===== config.mk =====
export PLATFORM = sky130hd
export DESIGN_NAME = core_top
export DESIGN_NICKNAME = d
export VERILOG_FILES = /design/src/common/core_pkg.sv /design/src/core_top.sv /design/src/timer_clint.sv /design/src/addr_xbar.sv /design/src/mem_arbiter.sv /design/src/reg_file.sv /design/src/execute/exec_unit.sv /design/src/fetch/fetch_unit.sv
export VERILOG_INCLUDE_DIRS = /design/src /design/src/common
export SDC_FILE = /design/constraint.sdc
export NUM_CORES = 2
export LEC_CHECK = 0
export BUFFER_PORTS_ARGS = -buffer_cell sky130_fd_sc_hd__buf_2
export CAP_MARGIN = 15
export CORE_MARGIN = 5
export CORE_UTILIZATION = 45
export CTS_CLUSTER_DIAMETER = 40
export DETAILED_ROUTE_END_ITERATION = 8
export PLACE_DENSITY = 0.67
export SLEW_MARGIN = 25
export SYNTH_ARGS = -nofsm -noshare
export SYNTH_HDL_FRONTEND = slang
export SYNTH_HIERARCHICAL = 1
export SYNTH_SLANG_ARGS = --single-unit

===== constraint.sdc =====
create_clock -name clock -period 11.49 [get_ports clock]
set_clock_uncertainty 0.15 [all_clocks]
set_input_delay 1.149 -clock clock [delete_from_list [all_inputs] [get_ports clock]]
set_output_delay 1.149 -clock clock [all_outputs]
set_load 0.02 [all_outputs]

===== src/common/core_consts.svh =====
`ifndef CORE_CONSTS_SVH
`define CORE_CONSTS_SVH

// first instruction address after reset
`define CORE_RESET_PC 32'h0000_0000

// 16-byte timer window, word 0 is mtime low and word 1 is mtime high
`define CORE_TIMER_BASE 32'h0200_0000

// upper bound in cycles for one arbitrated read to complete
`define CORE_ARB_WATCHDOG 64

`endif

===== src/common/core_pkg.sv =====
`default_nettype none

package core_pkg;

  typedef logic [31:0] word_t;
  typedef logic [31:0] addr_t;
  typedef logic [4:0]  reg_idx_t;

  // major opcodes of the supported RV32I subset
  typedef enum logic [6:0] {
    OP_IMM = 7'b0010011,
    OP     = 7'b0110011,
    LUI    = 7'b0110111,
    LOAD   = 7'b0000011,
    STORE  = 7'b0100011,
    BRANCH = 7'b1100011,
    JAL    = 7'b1101111
  } opcode_t;

  // owner of the shared read bus
  typedef enum logic [1:0] {
    IDLE,
    FETCH_BUSY,
    LOAD_BUSY
  } arb_state_t;

  // memory operation still outstanding in the execute unit
  typedef enum logic [1:0] {
    EX_IDLE,
    EX_LOAD,
    EX_STORE
  } ex_state_t;

endpackage

`default_nettype wire


===== src/core_top.sv =====
`timescale 1ns/1ps
`default_nettype none

module core_top (
  input  wire                   clock,
  input  wire                   rst_n,
  output logic                  mem_arvalid,
  output core_pkg::addr_t       mem_araddr,
  input  wire                   mem_arready,
  input  wire                   mem_rvalid,
  input  wire  core_pkg::word_t mem_rdata,
  output logic                  mem_awvalid,
  output core_pkg::addr_t       mem_awaddr,
  output core_pkg::word_t       mem_wdata,
  input  wire                   mem_awready,
  input  wire                   mem_bvalid
);
  import core_pkg::*;

  logic     inst_valid, inst_ready, flush;
  addr_t    inst_pc, flush_pc;
  word_t    inst_word;
  reg_idx_t rs1_addr, rs2_addr, rd_addr;
  word_t    rs1_data, rs2_data, rd_data;
  logic     rd_we;
  logic     if_arvalid, if_arready, if_rvalid;
  addr_t    if_araddr;
  word_t    if_rdata;
  logic     ex_arvalid, ex_arready, ex_rvalid;
  addr_t    ex_araddr;
  word_t    ex_rdata;
  logic     bus_arvalid, bus_arready, bus_rvalid;
  addr_t    bus_araddr;
  word_t    bus_rdata;
  logic     tmr_rd;
  logic [1:0] tmr_addr;
  word_t    tmr_rdata;

  fetch_unit fetch0 (
    .clock(clock), .rst_n(rst_n),
    .flush(flush), .flush_pc(flush_pc),
    .ar_valid(if_arvalid), .ar_addr(if_araddr), .ar_ready(if_arready),
    .r_valid(if_rvalid), .r_data(if_rdata),
    .inst_valid(inst_valid), .inst_pc(inst_pc), .inst_word(inst_word),
    .inst_ready(inst_ready)
  );

  exec_unit exec0 (
    .clock(clock), .rst_n(rst_n),
    .inst_valid(inst_valid), .inst_pc(inst_pc), .inst_word(inst_word),
    .inst_ready(inst_ready),
    .flush(flush), .flush_pc(flush_pc),
    .rs1_addr(rs1_addr), .rs1_data(rs1_data),
    .rs2_addr(rs2_addr), .rs2_data(rs2_data),
    .rd_we(rd_we), .rd_addr(rd_addr), .rd_data(rd_data),
    .ar_valid(ex_arvalid), .ar_addr(ex_araddr), .ar_ready(ex_arready),
    .r_valid(ex_rvalid), .r_data(ex_rdata),
    .mem_awvalid(mem_awvalid), .mem_awaddr(mem_awaddr), .mem_wdata(mem_wdata),
    .mem_awready(mem_awready), .mem_bvalid(mem_bvalid)
  );

  reg_file rf0 (
    .clock(clock), .rst_n(rst_n),
    .rs1_addr(rs1_addr), .rs1_data(rs1_data),
    .rs2_addr(rs2_addr), .rs2_data(rs2_data),
    .rd_we(rd_we), .rd_addr(rd_addr), .rd_data(rd_data)
  );

  mem_arbiter arb0 (
    .clock(clock), .rst_n(rst_n),
    .if_arvalid(if_arvalid), .if_araddr(if_araddr), .if_arready(if_arready),
    .if_rvalid(if_rvalid), .if_rdata(if_rdata),
    .ex_arvalid(ex_arvalid), .ex_araddr(ex_araddr), .ex_arready(ex_arready),
    .ex_rvalid(ex_rvalid), .ex_rdata(ex_rdata),
    .bus_arvalid(bus_arvalid), .bus_araddr(bus_araddr), .bus_arready(bus_arready),
    .bus_rvalid(bus_rvalid), .bus_rdata(bus_rdata)
  );

  addr_xbar xbar0 (
    .clock(clock), .rst_n(rst_n),
    .bus_arvalid(bus_arvalid), .bus_araddr(bus_araddr), .bus_arready(bus_arready),
    .bus_rvalid(bus_rvalid), .bus_rdata(bus_rdata),
    .mem_arvalid(mem_arvalid), .mem_araddr(mem_araddr), .mem_arready(mem_arready),
    .mem_rvalid(mem_rvalid), .mem_rdata(mem_rdata),
    .tmr_rd(tmr_rd), .tmr_addr(tmr_addr), .tmr_rdata(tmr_rdata)
  );

  timer_clint timer0 (
    .clock(clock), .rst_n(rst_n),
    .tmr_rd(tmr_rd), .tmr_addr(tmr_addr), .tmr_rdata(tmr_rdata)
  );

endmodule

`default_nettype wire


===== src/timer_clint.sv =====
`timescale 1ns/1ps
`default_nettype none

module timer_clint (
  input  wire              clock,
  input  wire              rst_n,
  input  wire              tmr_rd,
  input  wire  [1:0]       tmr_addr,
  output core_pkg::word_t  tmr_rdata
);
  import core_pkg::*;

  logic [63:0] mtime;

  always_ff @(posedge clock or negedge rst_n) begin
    if (!rst_n) begin
      mtime <= 64'd0;
    end else begin
      mtime <= mtime + 64'd1;
    end
  end

  // words 2 and 3 of the window read as zero
  always_ff @(posedge clock) begin
    if (tmr_rd) begin
      case (tmr_addr)
        2'd0:    tmr_rdata <= mtime[31:0];
        2'd1:    tmr_rdata <= mtime[63:32];
        default: tmr_rdata <= '0;
      endcase
    end
  end

endmodule

`default_nettype wire


===== src/addr_xbar.sv =====
`timescale 1ns/1ps
`default_nettype none
`include "core_consts.svh"

module addr_xbar (
  input  wire                   clock,
  input  wire                   rst_n,
  input  wire                   bus_arvalid,
  input  wire  core_pkg::addr_t bus_araddr,
  output logic                  bus_arready,
  output logic                  bus_rvalid,
  output core_pkg::word_t       bus_rdata,
  output logic                  mem_arvalid,
  output core_pkg::addr_t       mem_araddr,
  input  wire                   mem_arready,
  input  wire                   mem_rvalid,
  input  wire  core_pkg::word_t mem_rdata,
  output logic                  tmr_rd,
  output logic [1:0]            tmr_addr,
  input  wire  core_pkg::word_t tmr_rdata
);
  import core_pkg::*;

  localparam addr_t TIMER_BASE = `CORE_TIMER_BASE;

  logic is_tmr;
  logic rd_tgt_tmr;

  assign is_tmr = (bus_araddr[31:4] == TIMER_BASE[31:4]);

  // the timer always accepts, memory sees only addresses outside the window
  assign mem_arvalid = bus_arvalid && !is_tmr;
  assign mem_araddr  = bus_araddr;
  assign tmr_rd      = bus_arvalid && is_tmr;
  assign tmr_addr    = bus_araddr[3:2];
  assign bus_arready = is_tmr ? 1'b1 : mem_arready;

  // set only for the one cycle in which the timer answers
  always_ff @(posedge clock or negedge rst_n) begin
    if (!rst_n) begin
      rd_tgt_tmr <= 1'b0;
    end else if (bus_arvalid && bus_arready) begin
      rd_tgt_tmr <= is_tmr;
    end else if (rd_tgt_tmr) begin
      rd_tgt_tmr <= 1'b0;
    end
  end

  assign bus_rvalid = rd_tgt_tmr ? 1'b1 : mem_rvalid;
  assign bus_rdata  = rd_tgt_tmr ? tmr_rdata : mem_rdata;

endmodule

`default_nettype wire


===== src/mem_arbiter.sv =====
`timescale 1ns/1ps
`default_nettype none
`include "core_consts.svh"

module mem_arbiter (
  input  wire                   clock,
  input  wire                   rst_n,
  input  wire                   if_arvalid,
  input  wire  core_pkg::addr_t if_araddr,
  output logic                  if_arready,
  output logic                  if_rvalid,
  output core_pkg::word_t       if_rdata,
  input  wire                   ex_arvalid,
  input  wire  core_pkg::addr_t ex_araddr,
  output logic                  ex_arready,
  output logic                  ex_rvalid,
  output core_pkg::word_t       ex_rdata,
  output logic                  bus_arvalid,
  output core_pkg::addr_t       bus_araddr,
  input  wire                   bus_arready,
  input  wire                   bus_rvalid,
  input  wire  core_pkg::word_t bus_rdata
);
  import core_pkg::*;

  arb_state_t arb_state;

  // the owner keeps the bus until its response comes back
  always_ff @(posedge clock or negedge rst_n) begin
    if (!rst_n) begin
      arb_state <= IDLE;
    end else begin
      case (arb_state)
        IDLE: begin
          if (ex_arvalid) begin
            arb_state <= LOAD_BUSY;
          end else if (if_arvalid) begin
            arb_state <= FETCH_BUSY;
          end
        end
        FETCH_BUSY, LOAD_BUSY: begin
          if (bus_rvalid) begin
            arb_state <= IDLE;
          end
        end
        default: arb_state <= IDLE;
      endcase
    end
  end

  assign bus_arvalid = (arb_state == FETCH_BUSY) ? if_arvalid :
                       (arb_state == LOAD_BUSY)  ? ex_arvalid : 1'b0;
  assign bus_araddr  = (arb_state == LOAD_BUSY) ? ex_araddr : if_araddr;

  assign if_arready = (arb_state == FETCH_BUSY) && bus_arready;
  assign ex_arready = (arb_state == LOAD_BUSY) && bus_arready;
  assign if_rvalid  = (arb_state == FETCH_BUSY) && bus_rvalid;
  assign ex_rvalid  = (arb_state == LOAD_BUSY) && bus_rvalid;
  assign if_rdata   = bus_rdata;
  assign ex_rdata   = bus_rdata;

  a_no_orphan_resp: assert property (@(posedge clock) disable iff (!rst_n)
    bus_rvalid |-> (arb_state != IDLE))
    else $error("read response with no owner");

  a_watchdog: assert property (@(posedge clock) disable iff (!rst_n)
    (arb_state != IDLE) |-> ##[1:`CORE_ARB_WATCHDOG] (arb_state == IDLE))
    else $error("bus owner waited too long for a response");

endmodule

`default_nettype wire


===== src/reg_file.sv =====
`timescale 1ns/1ps
`default_nettype none

module reg_file (
  input  wire                      clock,
  input  wire                      rst_n,
  input  wire  core_pkg::reg_idx_t rs1_addr,
  output core_pkg::word_t          rs1_data,
  input  wire  core_pkg::reg_idx_t rs2_addr,
  output core_pkg::word_t          rs2_data,
  input  wire                      rd_we,
  input  wire  core_pkg::reg_idx_t rd_addr,
  input  wire  core_pkg::word_t    rd_data
);
  import core_pkg::*;

  word_t regs [32];

  assign rs1_data = regs[rs1_addr];
  assign rs2_data = regs[rs2_addr];

  // x0 is never written, so it reads zero from reset on
  always_ff @(posedge clock or negedge rst_n) begin
    if (!rst_n) begin
      for (int i = 0; i < 32; i++) begin
        regs[i] <= '0;
      end
    end else if (rd_we && (rd_addr != 5'd0)) begin
      regs[rd_addr] <= rd_data;
    end
  end

endmodule

`default_nettype wire


===== src/execute/exec_unit.sv =====
`timescale 1ns/1ps
`default_nettype none

module exec_unit (
  input  wire                      clock,
  input  wire                      rst_n,
  input  wire                      inst_valid,
  input  wire  core_pkg::addr_t    inst_pc,
  input  wire  core_pkg::word_t    inst_word,
  output logic                     inst_ready,
  output logic                     flush,
  output core_pkg::addr_t          flush_pc,
  output core_pkg::reg_idx_t       rs1_addr,
  input  wire  core_pkg::word_t    rs1_data,
  output core_pkg::reg_idx_t       rs2_addr,
  input  wire  core_pkg::word_t    rs2_data,
  output logic                     rd_we,
  output core_pkg::reg_idx_t       rd_addr,
  output core_pkg::word_t          rd_data,
  output logic                     ar_valid,
  output core_pkg::addr_t          ar_addr,
  input  wire                      ar_ready,
  input  wire                      r_valid,
  input  wire  core_pkg::word_t    r_data,
  output logic                     mem_awvalid,
  output core_pkg::addr_t          mem_awaddr,
  output core_pkg::word_t          mem_wdata,
  input  wire                      mem_awready,
  input  wire                      mem_bvalid
);
  import core_pkg::*;

  ex_state_t ex_state;
  logic      ex_valid;
  word_t     ex_inst;
  addr_t     ex_pc;
  opcode_t   op;
  logic [2:0] funct3;
  logic [6:0] funct7;
  word_t     imm_i;
  word_t     imm_s;
  word_t     imm_b;
  word_t     imm_j;
  logic      is_lw;
  logic      is_sw;

  // new instructions only enter when nothing is executing or outstanding
  assign inst_ready = !ex_valid && (ex_state == EX_IDLE);

  assign op     = opcode_t'(ex_inst[6:0]);
  assign funct3 = ex_inst[14:12];
  assign funct7 = ex_inst[31:25];

  assign imm_i = {{20{ex_inst[31]}}, ex_inst[31:20]};
  assign imm_s = {{20{ex_inst[31]}}, ex_inst[31:25], ex_inst[11:7]};
  assign imm_b = {{20{ex_inst[31]}}, ex_inst[7], ex_inst[30:25], ex_inst[11:8], 1'b0};
  assign imm_j = {{12{ex_inst[31]}}, ex_inst[19:12], ex_inst[20], ex_inst[30:21], 1'b0};

  assign rs1_addr = ex_inst[19:15];
  assign rs2_addr = ex_inst[24:20];
  assign rd_addr  = ex_inst[11:7];

  assign is_lw = ex_valid && (op == LOAD) && (funct3 == 3'b010);
  assign is_sw = ex_valid && (op == STORE) && (funct3 == 3'b010);

  always_comb begin
    rd_we    = 1'b0;
    rd_data  = r_data;
    flush    = 1'b0;
    flush_pc = ex_pc + imm_b;
    if (ex_valid) begin
      case (op)
        OP_IMM: begin
          rd_we   = (funct3 == 3'b000);
          rd_data = rs1_data + imm_i;
        end
        OP: begin
          rd_we   = (funct3 == 3'b000) && (funct7 == 7'b0000000 || funct7 == 7'b0100000);
          rd_data = funct7[5] ? rs1_data - rs2_data : rs1_data + rs2_data;
        end
        LUI: begin
          rd_we   = 1'b1;
          rd_data = {ex_inst[31:12], 12'b0};
        end
        BRANCH: begin
          if (funct3 == 3'b000) begin
            flush = (rs1_data == rs2_data);
          end else if (funct3 == 3'b001) begin
            flush = (rs1_data != rs2_data);
          end
        end
        JAL: begin
          rd_we    = 1'b1;
          rd_data  = ex_pc + 32'd4;
          flush    = 1'b1;
          flush_pc = ex_pc + imm_j;
        end
        default: begin
          rd_we = 1'b0;
        end
      endcase
    end else if (ex_state == EX_LOAD) begin
      rd_we = r_valid;
    end
  end

  always_ff @(posedge clock or negedge rst_n) begin
    if (!rst_n) begin
      ex_valid    <= 1'b0;
      ex_state    <= EX_IDLE;
      ar_valid    <= 1'b0;
      mem_awvalid <= 1'b0;
    end else begin
      ex_valid <= inst_valid && inst_ready;
      case (ex_state)
        EX_IDLE: begin
          if (is_lw) begin
            ex_state <= EX_LOAD;
            ar_valid <= 1'b1;
          end else if (is_sw) begin
            ex_state    <= EX_STORE;
            mem_awvalid <= 1'b1;
          end
        end
        EX_LOAD: begin
          if (ar_valid && ar_ready) begin
            ar_valid <= 1'b0;
          end
          if (r_valid) begin
            ex_state <= EX_IDLE;
          end
        end
        EX_STORE: begin
          if (mem_awvalid && mem_awready) begin
            mem_awvalid <= 1'b0;
          end
          if (mem_bvalid) begin
            ex_state <= EX_IDLE;
          end
        end
        default: ex_state <= EX_IDLE;
      endcase
    end
  end

  always_ff @(posedge clock) begin
    if (inst_valid && inst_ready) begin
      ex_inst <= inst_word;
      ex_pc   <= inst_pc;
    end
    if (is_lw) begin
      ar_addr <= rs1_data + imm_i;
    end
    if (is_sw) begin
      mem_awaddr <= rs1_data + imm_s;
      mem_wdata  <= rs2_data;
    end
  end

  // a redirect during a load would let fetch race ahead of the writeback
  a_no_flush_in_load: assert property (@(posedge clock) disable iff (!rst_n)
    flush |-> (ex_state != EX_LOAD))
    else $error("flush raised while a load is outstanding");

endmodule

`default_nettype wire


===== src/fetch/fetch_unit.sv =====
`timescale 1ns/1ps
`default_nettype none
`include "core_consts.svh"

module fetch_unit (
  input  wire                   clock,
  input  wire                   rst_n,
  input  wire                   flush,
  input  wire  core_pkg::addr_t flush_pc,
  output logic                  ar_valid,
  output core_pkg::addr_t       ar_addr,
  input  wire                   ar_ready,
  input  wire                   r_valid,
  input  wire  core_pkg::word_t r_data,
  output logic                  inst_valid,
  output core_pkg::addr_t       inst_pc,
  output core_pkg::word_t       inst_word,
  input  wire                   inst_ready
);
  import core_pkg::*;

  addr_t pc;
  addr_t fetch_addr;
  word_t buf_word;
  addr_t buf_pc;
  logic  buf_valid;
  logic  outstanding;
  logic  stale;
  logic  inflight;
  logic  issue;

  assign inflight   = ar_valid | outstanding;
  assign fetch_addr = flush ? flush_pc : pc;
  // a new read starts as soon as the buffer is free or being drained
  assign issue = !inflight && (!buf_valid || (inst_valid && inst_ready) || flush);

  assign inst_valid = buf_valid;
  assign inst_pc    = buf_pc;
  assign inst_word  = buf_word;

  always_ff @(posedge clock or negedge rst_n) begin
    if (!rst_n) begin
      pc          <= `CORE_RESET_PC;
      ar_valid    <= 1'b0;
      outstanding <= 1'b0;
      stale       <= 1'b0;
      buf_valid   <= 1'b0;
    end else begin
      if (issue) begin
        ar_valid <= 1'b1;
      end else if (ar_valid && ar_ready) begin
        ar_valid    <= 1'b0;
        outstanding <= 1'b1;
      end
      if (r_valid) begin
        outstanding <= 1'b0;
      end

      // a stale read must not move the pc away from the redirect target
      if (flush) begin
        pc <= flush_pc;
      end else if (ar_valid && ar_ready && !stale) begin
        pc <= ar_addr + 32'd4;
      end

      // the response of a read issued before the redirect is dropped
      if (r_valid) begin
        stale <= 1'b0;
      end else if (flush && inflight) begin
        stale <= 1'b1;
      end

      if (flush) begin
        buf_valid <= 1'b0;
      end else if (r_valid && !stale) begin
        buf_valid <= 1'b1;
      end else if (inst_valid && inst_ready) begin
        buf_valid <= 1'b0;
      end
    end
  end

  always_ff @(posedge clock) begin
    if (issue) begin
      ar_addr <= fetch_addr;
    end
    if (r_valid && !stale && !flush) begin
      buf_pc   <= ar_addr;
      buf_word <= r_data;
    end
  end

  a_fetch_aligned: assert property (@(posedge clock) disable iff (!rst_n)
    ar_valid |-> (ar_addr[1:0] == 2'b00))
    else $error("fetch address not word aligned");

endmodule

`default_nettype wire


==> flow_metrics.py <==
metrics = {
    "status": {
        "outcome": "complete, no violations",
    },
    "sta": {
        "tns_ns": 0,
        "fin_crit_sh": 0.677,
        "setup_viol_count_final": 0,
        "relSlewSlack": 0.228,
        "period_minus_slack_ns": 7.78,
        "hold_viol_final": 0,
        "layout_setup_ws_ns": 3.71,
        "rsz0062_at_grt": "false",
        "max_freq_mhz": 129,
        "slew_violations": 0,
        "tightestPinTransition_ns": 1.16,
    },
    "power_and_ir_drop": {
        "max-vdd-ir-drop_mv": 0.170,
        "power_frac_seq": 0.353,
        "combPwrFrac": 0.253,
        "p_leak_nw": 42.4,
        "swShare": 0.339,
        "p_clk_frac": 0.394,
        "switching_power_mw": 5.46,
        "p_int_mw": 10.7,
        "p_per_area_mw_per_mm2": 176,
    },
    "floorplan": {
        "fp.dieArea_mm2": 0.193,
        "die_h_um": 439,
        "initial_core_util": 0.452,
        "dieWidth_um": 439,
        "core_mm2": 0.183,
        "ioPinCount": 136,
        "rows": 157,
    },
    "setup_path": {
        "crit_top_cell": "buf_4",
        "startpoint_type": "flip-flop",
        "crit_end": "fetch0/inst_word[18]",
        "cp_slowest_cell": "buf_4",
        "crit_start": "exec0/ex_inst[16]",
        "cp_data_arrival_time_ns": 8.08,
        "crit_chain": "buf_4 > buf_12 > mux2i_1 > a22o_1 > nor3_1 > a31oi_1 > nand3_1 > ha_1 > inv_1 > or4_1 > nor4_1 > xor2_1 > nand3_1 > nand2_2 > buf_4 > nor3b_2 > buf_4",
        "reg2reg_slack_ns": 3.71,
        "rr_startpoint": "exec0/ex_inst[16]",
        "end_kind": "flip-flop",
        "rr_endpoint": "fetch0/inst_word[18]",
        "crit_required_ns": 11.79,
        "crit_fanout": 100,
        "reg2reg_depth": 17,
        "crit_type": "flip-flop to flip-flop",
        "slowest_delay_ns": 0.82,
    },
    "finish": {
        "fin_nets": 7345,
        "area_growth_pct": 10.7,
        "final_common_cell": "dfrtp_1",
        "final_layout_size_suffix_gt1_frac": 0.249,
        "fin_area_mm2": 0.0916,
        "layout_common_cells": "dfrtp_1 (1132), mux2i_1 (1067), mux2_2 (1027)",
    },
    "drt": {
        "vias": 62200,
        "drc": 0,
        "routedWlPerCell_um": 29.2,
        "viasPerCell": 6.35,
        "firstDrtPassIters": 7,
        "drt-total-wl_um": 286000,
        "drtIter0Drc": 6370,
        "ant_nets": 0,
    },
    "placement": {
        "post-place-ws_ns": 3.99,
        "gp_congestion": 0.988,
        "place_hpwl_um": 173000,
        "portBuffers": 135,
        "place_area_mm2": 0.0846,
    },
    "yosys": {
        "syn_avg_cell_area_um2": 11.2,
        "synth.distinct_cells": 101,
        "yosysSeqAreaShare": 0.447,
        "syn_area_mm2": 0.0828,
        "synth_flop_cell": "dfrtp_1",
        "synth-seq-cells": 1420,
        "synth-edff-count": 288,
        "synth-async-reset-ratio": 0.797,
        "yosysWarnings": 6,
        "syn_inst": 7387,
        "syn_nets": 7580,
    },
    "cts": {
        "clk_latency_ns": 0.86,
        "cts.sinks": 1420,
        "numCtsBuffers": 197,
        "postCtsHoldBufs": 0,
        "root_buffer": "clkbuf_16",
        "path_clk_slew_ns": 0.06,
        "postCtsSetupRepairBufs": 0,
        "cts_tree": "yes",
        "htreeDepth": 4,
        "cts_buffer_depth": 3,
        "postCtsResizedCells": 0,
    },
    "global_route": {
        "grt_max_degree": 179,
        "overflow": 0,
        "antenna_found_initial": 5,
        "track_usage": 0.289,
        "grt_pass1_vias": 61400,
        "grt_pass1_wl_um": 417000,
    },
    "worst_hold_path": {
        "hp-class": "primary input to asynchronous set/reset pin",
    },
    "run": {
        "drv_cap": 0,
    },
}
metal layers:
| metal | wire length (µm) | share of wire | track usage | up-vias |
|---|---|---|---|---|
| met5 | 0 | 0 | 0 | - |
| met4 | 18500 | 0.065 | 0.163 | 0 |
| met3 | 24500 | 0.086 | 0.0577 | 816 |
| met2 | 128000 | 0.45 | 0.444 | 3080 |
| met1 | 115000 | 0.40 | 0.381 | 31700 |
| li1 | - | - | - | 26600 |
state kept, by name (all words and copies together) (netlist names), 2 cells and up:
signal            count
exec0/ex_state        2
fetch0/pc            32
exec0/mem_wdata      32
exec0/ex_pc          32
arb0/arb_state        2
exec0/mem_awaddr     32
exec0/ex_inst        32
rf0/regs           1024
exec0/ar_addr        32
timer0/mtime         64
timer0/tmr_rdata     32
fetch0/ar_addr       32
fetch0/inst_pc       32
fetch0/inst_word     32
worst min path at each step:
stage | slack (ns) | endpoint | depth (start not counted)
3_3_place_gp | 0.23 | rf0/regs[1000] | 0
2_1_floorplan | 0.25 | exec0/ex_inst[0] | 0
5_1_grt | 0.24 | exec0/mem_awvalid | 1
6_report | 0.21 | exec0/mem_awvalid | 1
3_5_place_dp | 0.24 | rf0/regs[1003] | 0
4_1_cts | 0.18 | exec0/ex_state[0] | 1
area by class of cell:
| class | instances | area, µm² |
|---|---|---|
| fill | 16200 | 91500 |
| multi-input combinational | 5106 | 42000 |
| sequential | 1420 | 37000 |
| clock buffer | 243 | 5360 |
| tap | 2464 | 3080 |
| timing repair buffer | 270 | 1990 |
| clock inverter | 125 | 1550 |
| inverter | 157 | 589 |
| antenna | 3 | 7.51 |
through the flow:
step	instances	util	hold slack [ns]	total power [mW]
2_1_floorplan	7387	-	0.250	8.44
5_1_grt	9787	0.500	0.241	16.7
4_1_cts	9782	0.500	0.177	16.1
3_3_place_gp	9414	0.462	0.234	9.70
6_report	9788	0.500	0.206	16.1
3_5_place_dp	9414	0.462	0.238	9.73
cell usage after synthesis, drive strengths merged, types with 16 or more instances:
library cell / n / area [µm²]
a21o: 52 / 390
nand4: 50 / 374
a22o: 138 / 1210
o31ai: 20 / 169
nor4: 39 / 404
nor2: 239 / 902
a22oi: 196 / 1470
mux2: 1058 / 12000
and2: 17 / 106
dfrtp: 1132 / 28300
mux2i: 1067 / 10700
o21a: 19 / 143
a221oi: 16 / 153
o21ai: 182 / 911
edfxtp: 288 / 8650
a31oi: 91 / 569
nand2: 437 / 1640
buf: 387 / 2390
a211oi: 25 / 205
nand2b: 31 / 194
nor3: 133 / 728
o211ai: 17 / 128
and3: 22 / 139
inv: 157 / 589
clkbuf: 317 / 1190
ha: 149 / 1860
xnor2: 132 / 1160
o21bai: 23 / 173
a21oi: 398 / 2000
nand3: 274 / 1390
xor2: 97 / 850
power by group through the flow:
stage / sequential, mW / clock (mW) / combinational [mW]
after floorplan: 5.68 / 0 / 2.76
after global placement: 5.76 / 0 / 3.94
after detailed placement: 5.77 / 0 / 3.96
after CTS: 5.68 / 6.43 / 3.98
after global routing: 5.71 / 6.65 / 4.30
final: 5.69 / 6.34 / 4.08
cells by family after synthesis:
| family | count (synthesis) | synth area share |
|---|---|---|
| AO/OA/AOI/OAI | 1268 | 0.101 |
| XOR/XNOR | 229 | 0.0242 |
| adder cells (fa/ha/maj) | 155 | 0.0240 |
| buffers and inverters | 861 | 0.0504 |
| flip-flops | 1420 | 0.447 |
| multiplexers | 2125 | 0.274 |
| AND/OR/NAND/NOR | 1329 | 0.0791 |
worst max-delay path: cells and delay by family (launching register included):
| family | cells | cell delay (ns) |
|---|---|---|
| AND/OR/NAND/NOR | 7 | 2.21 |
| AO/OA/AOI/OAI | 2 | 0.39 |
| multiplexers | 1 | 0.28 |
| flip-flops | 1 | 0.72 |
| XOR/XNOR | 1 | 0.20 |
| adder cells (fa/ha/maj) | 1 | 0.63 |
| buffers and inverters | 5 | 2.54 |
Note: power is estimated with default switching activity, not from simulation.
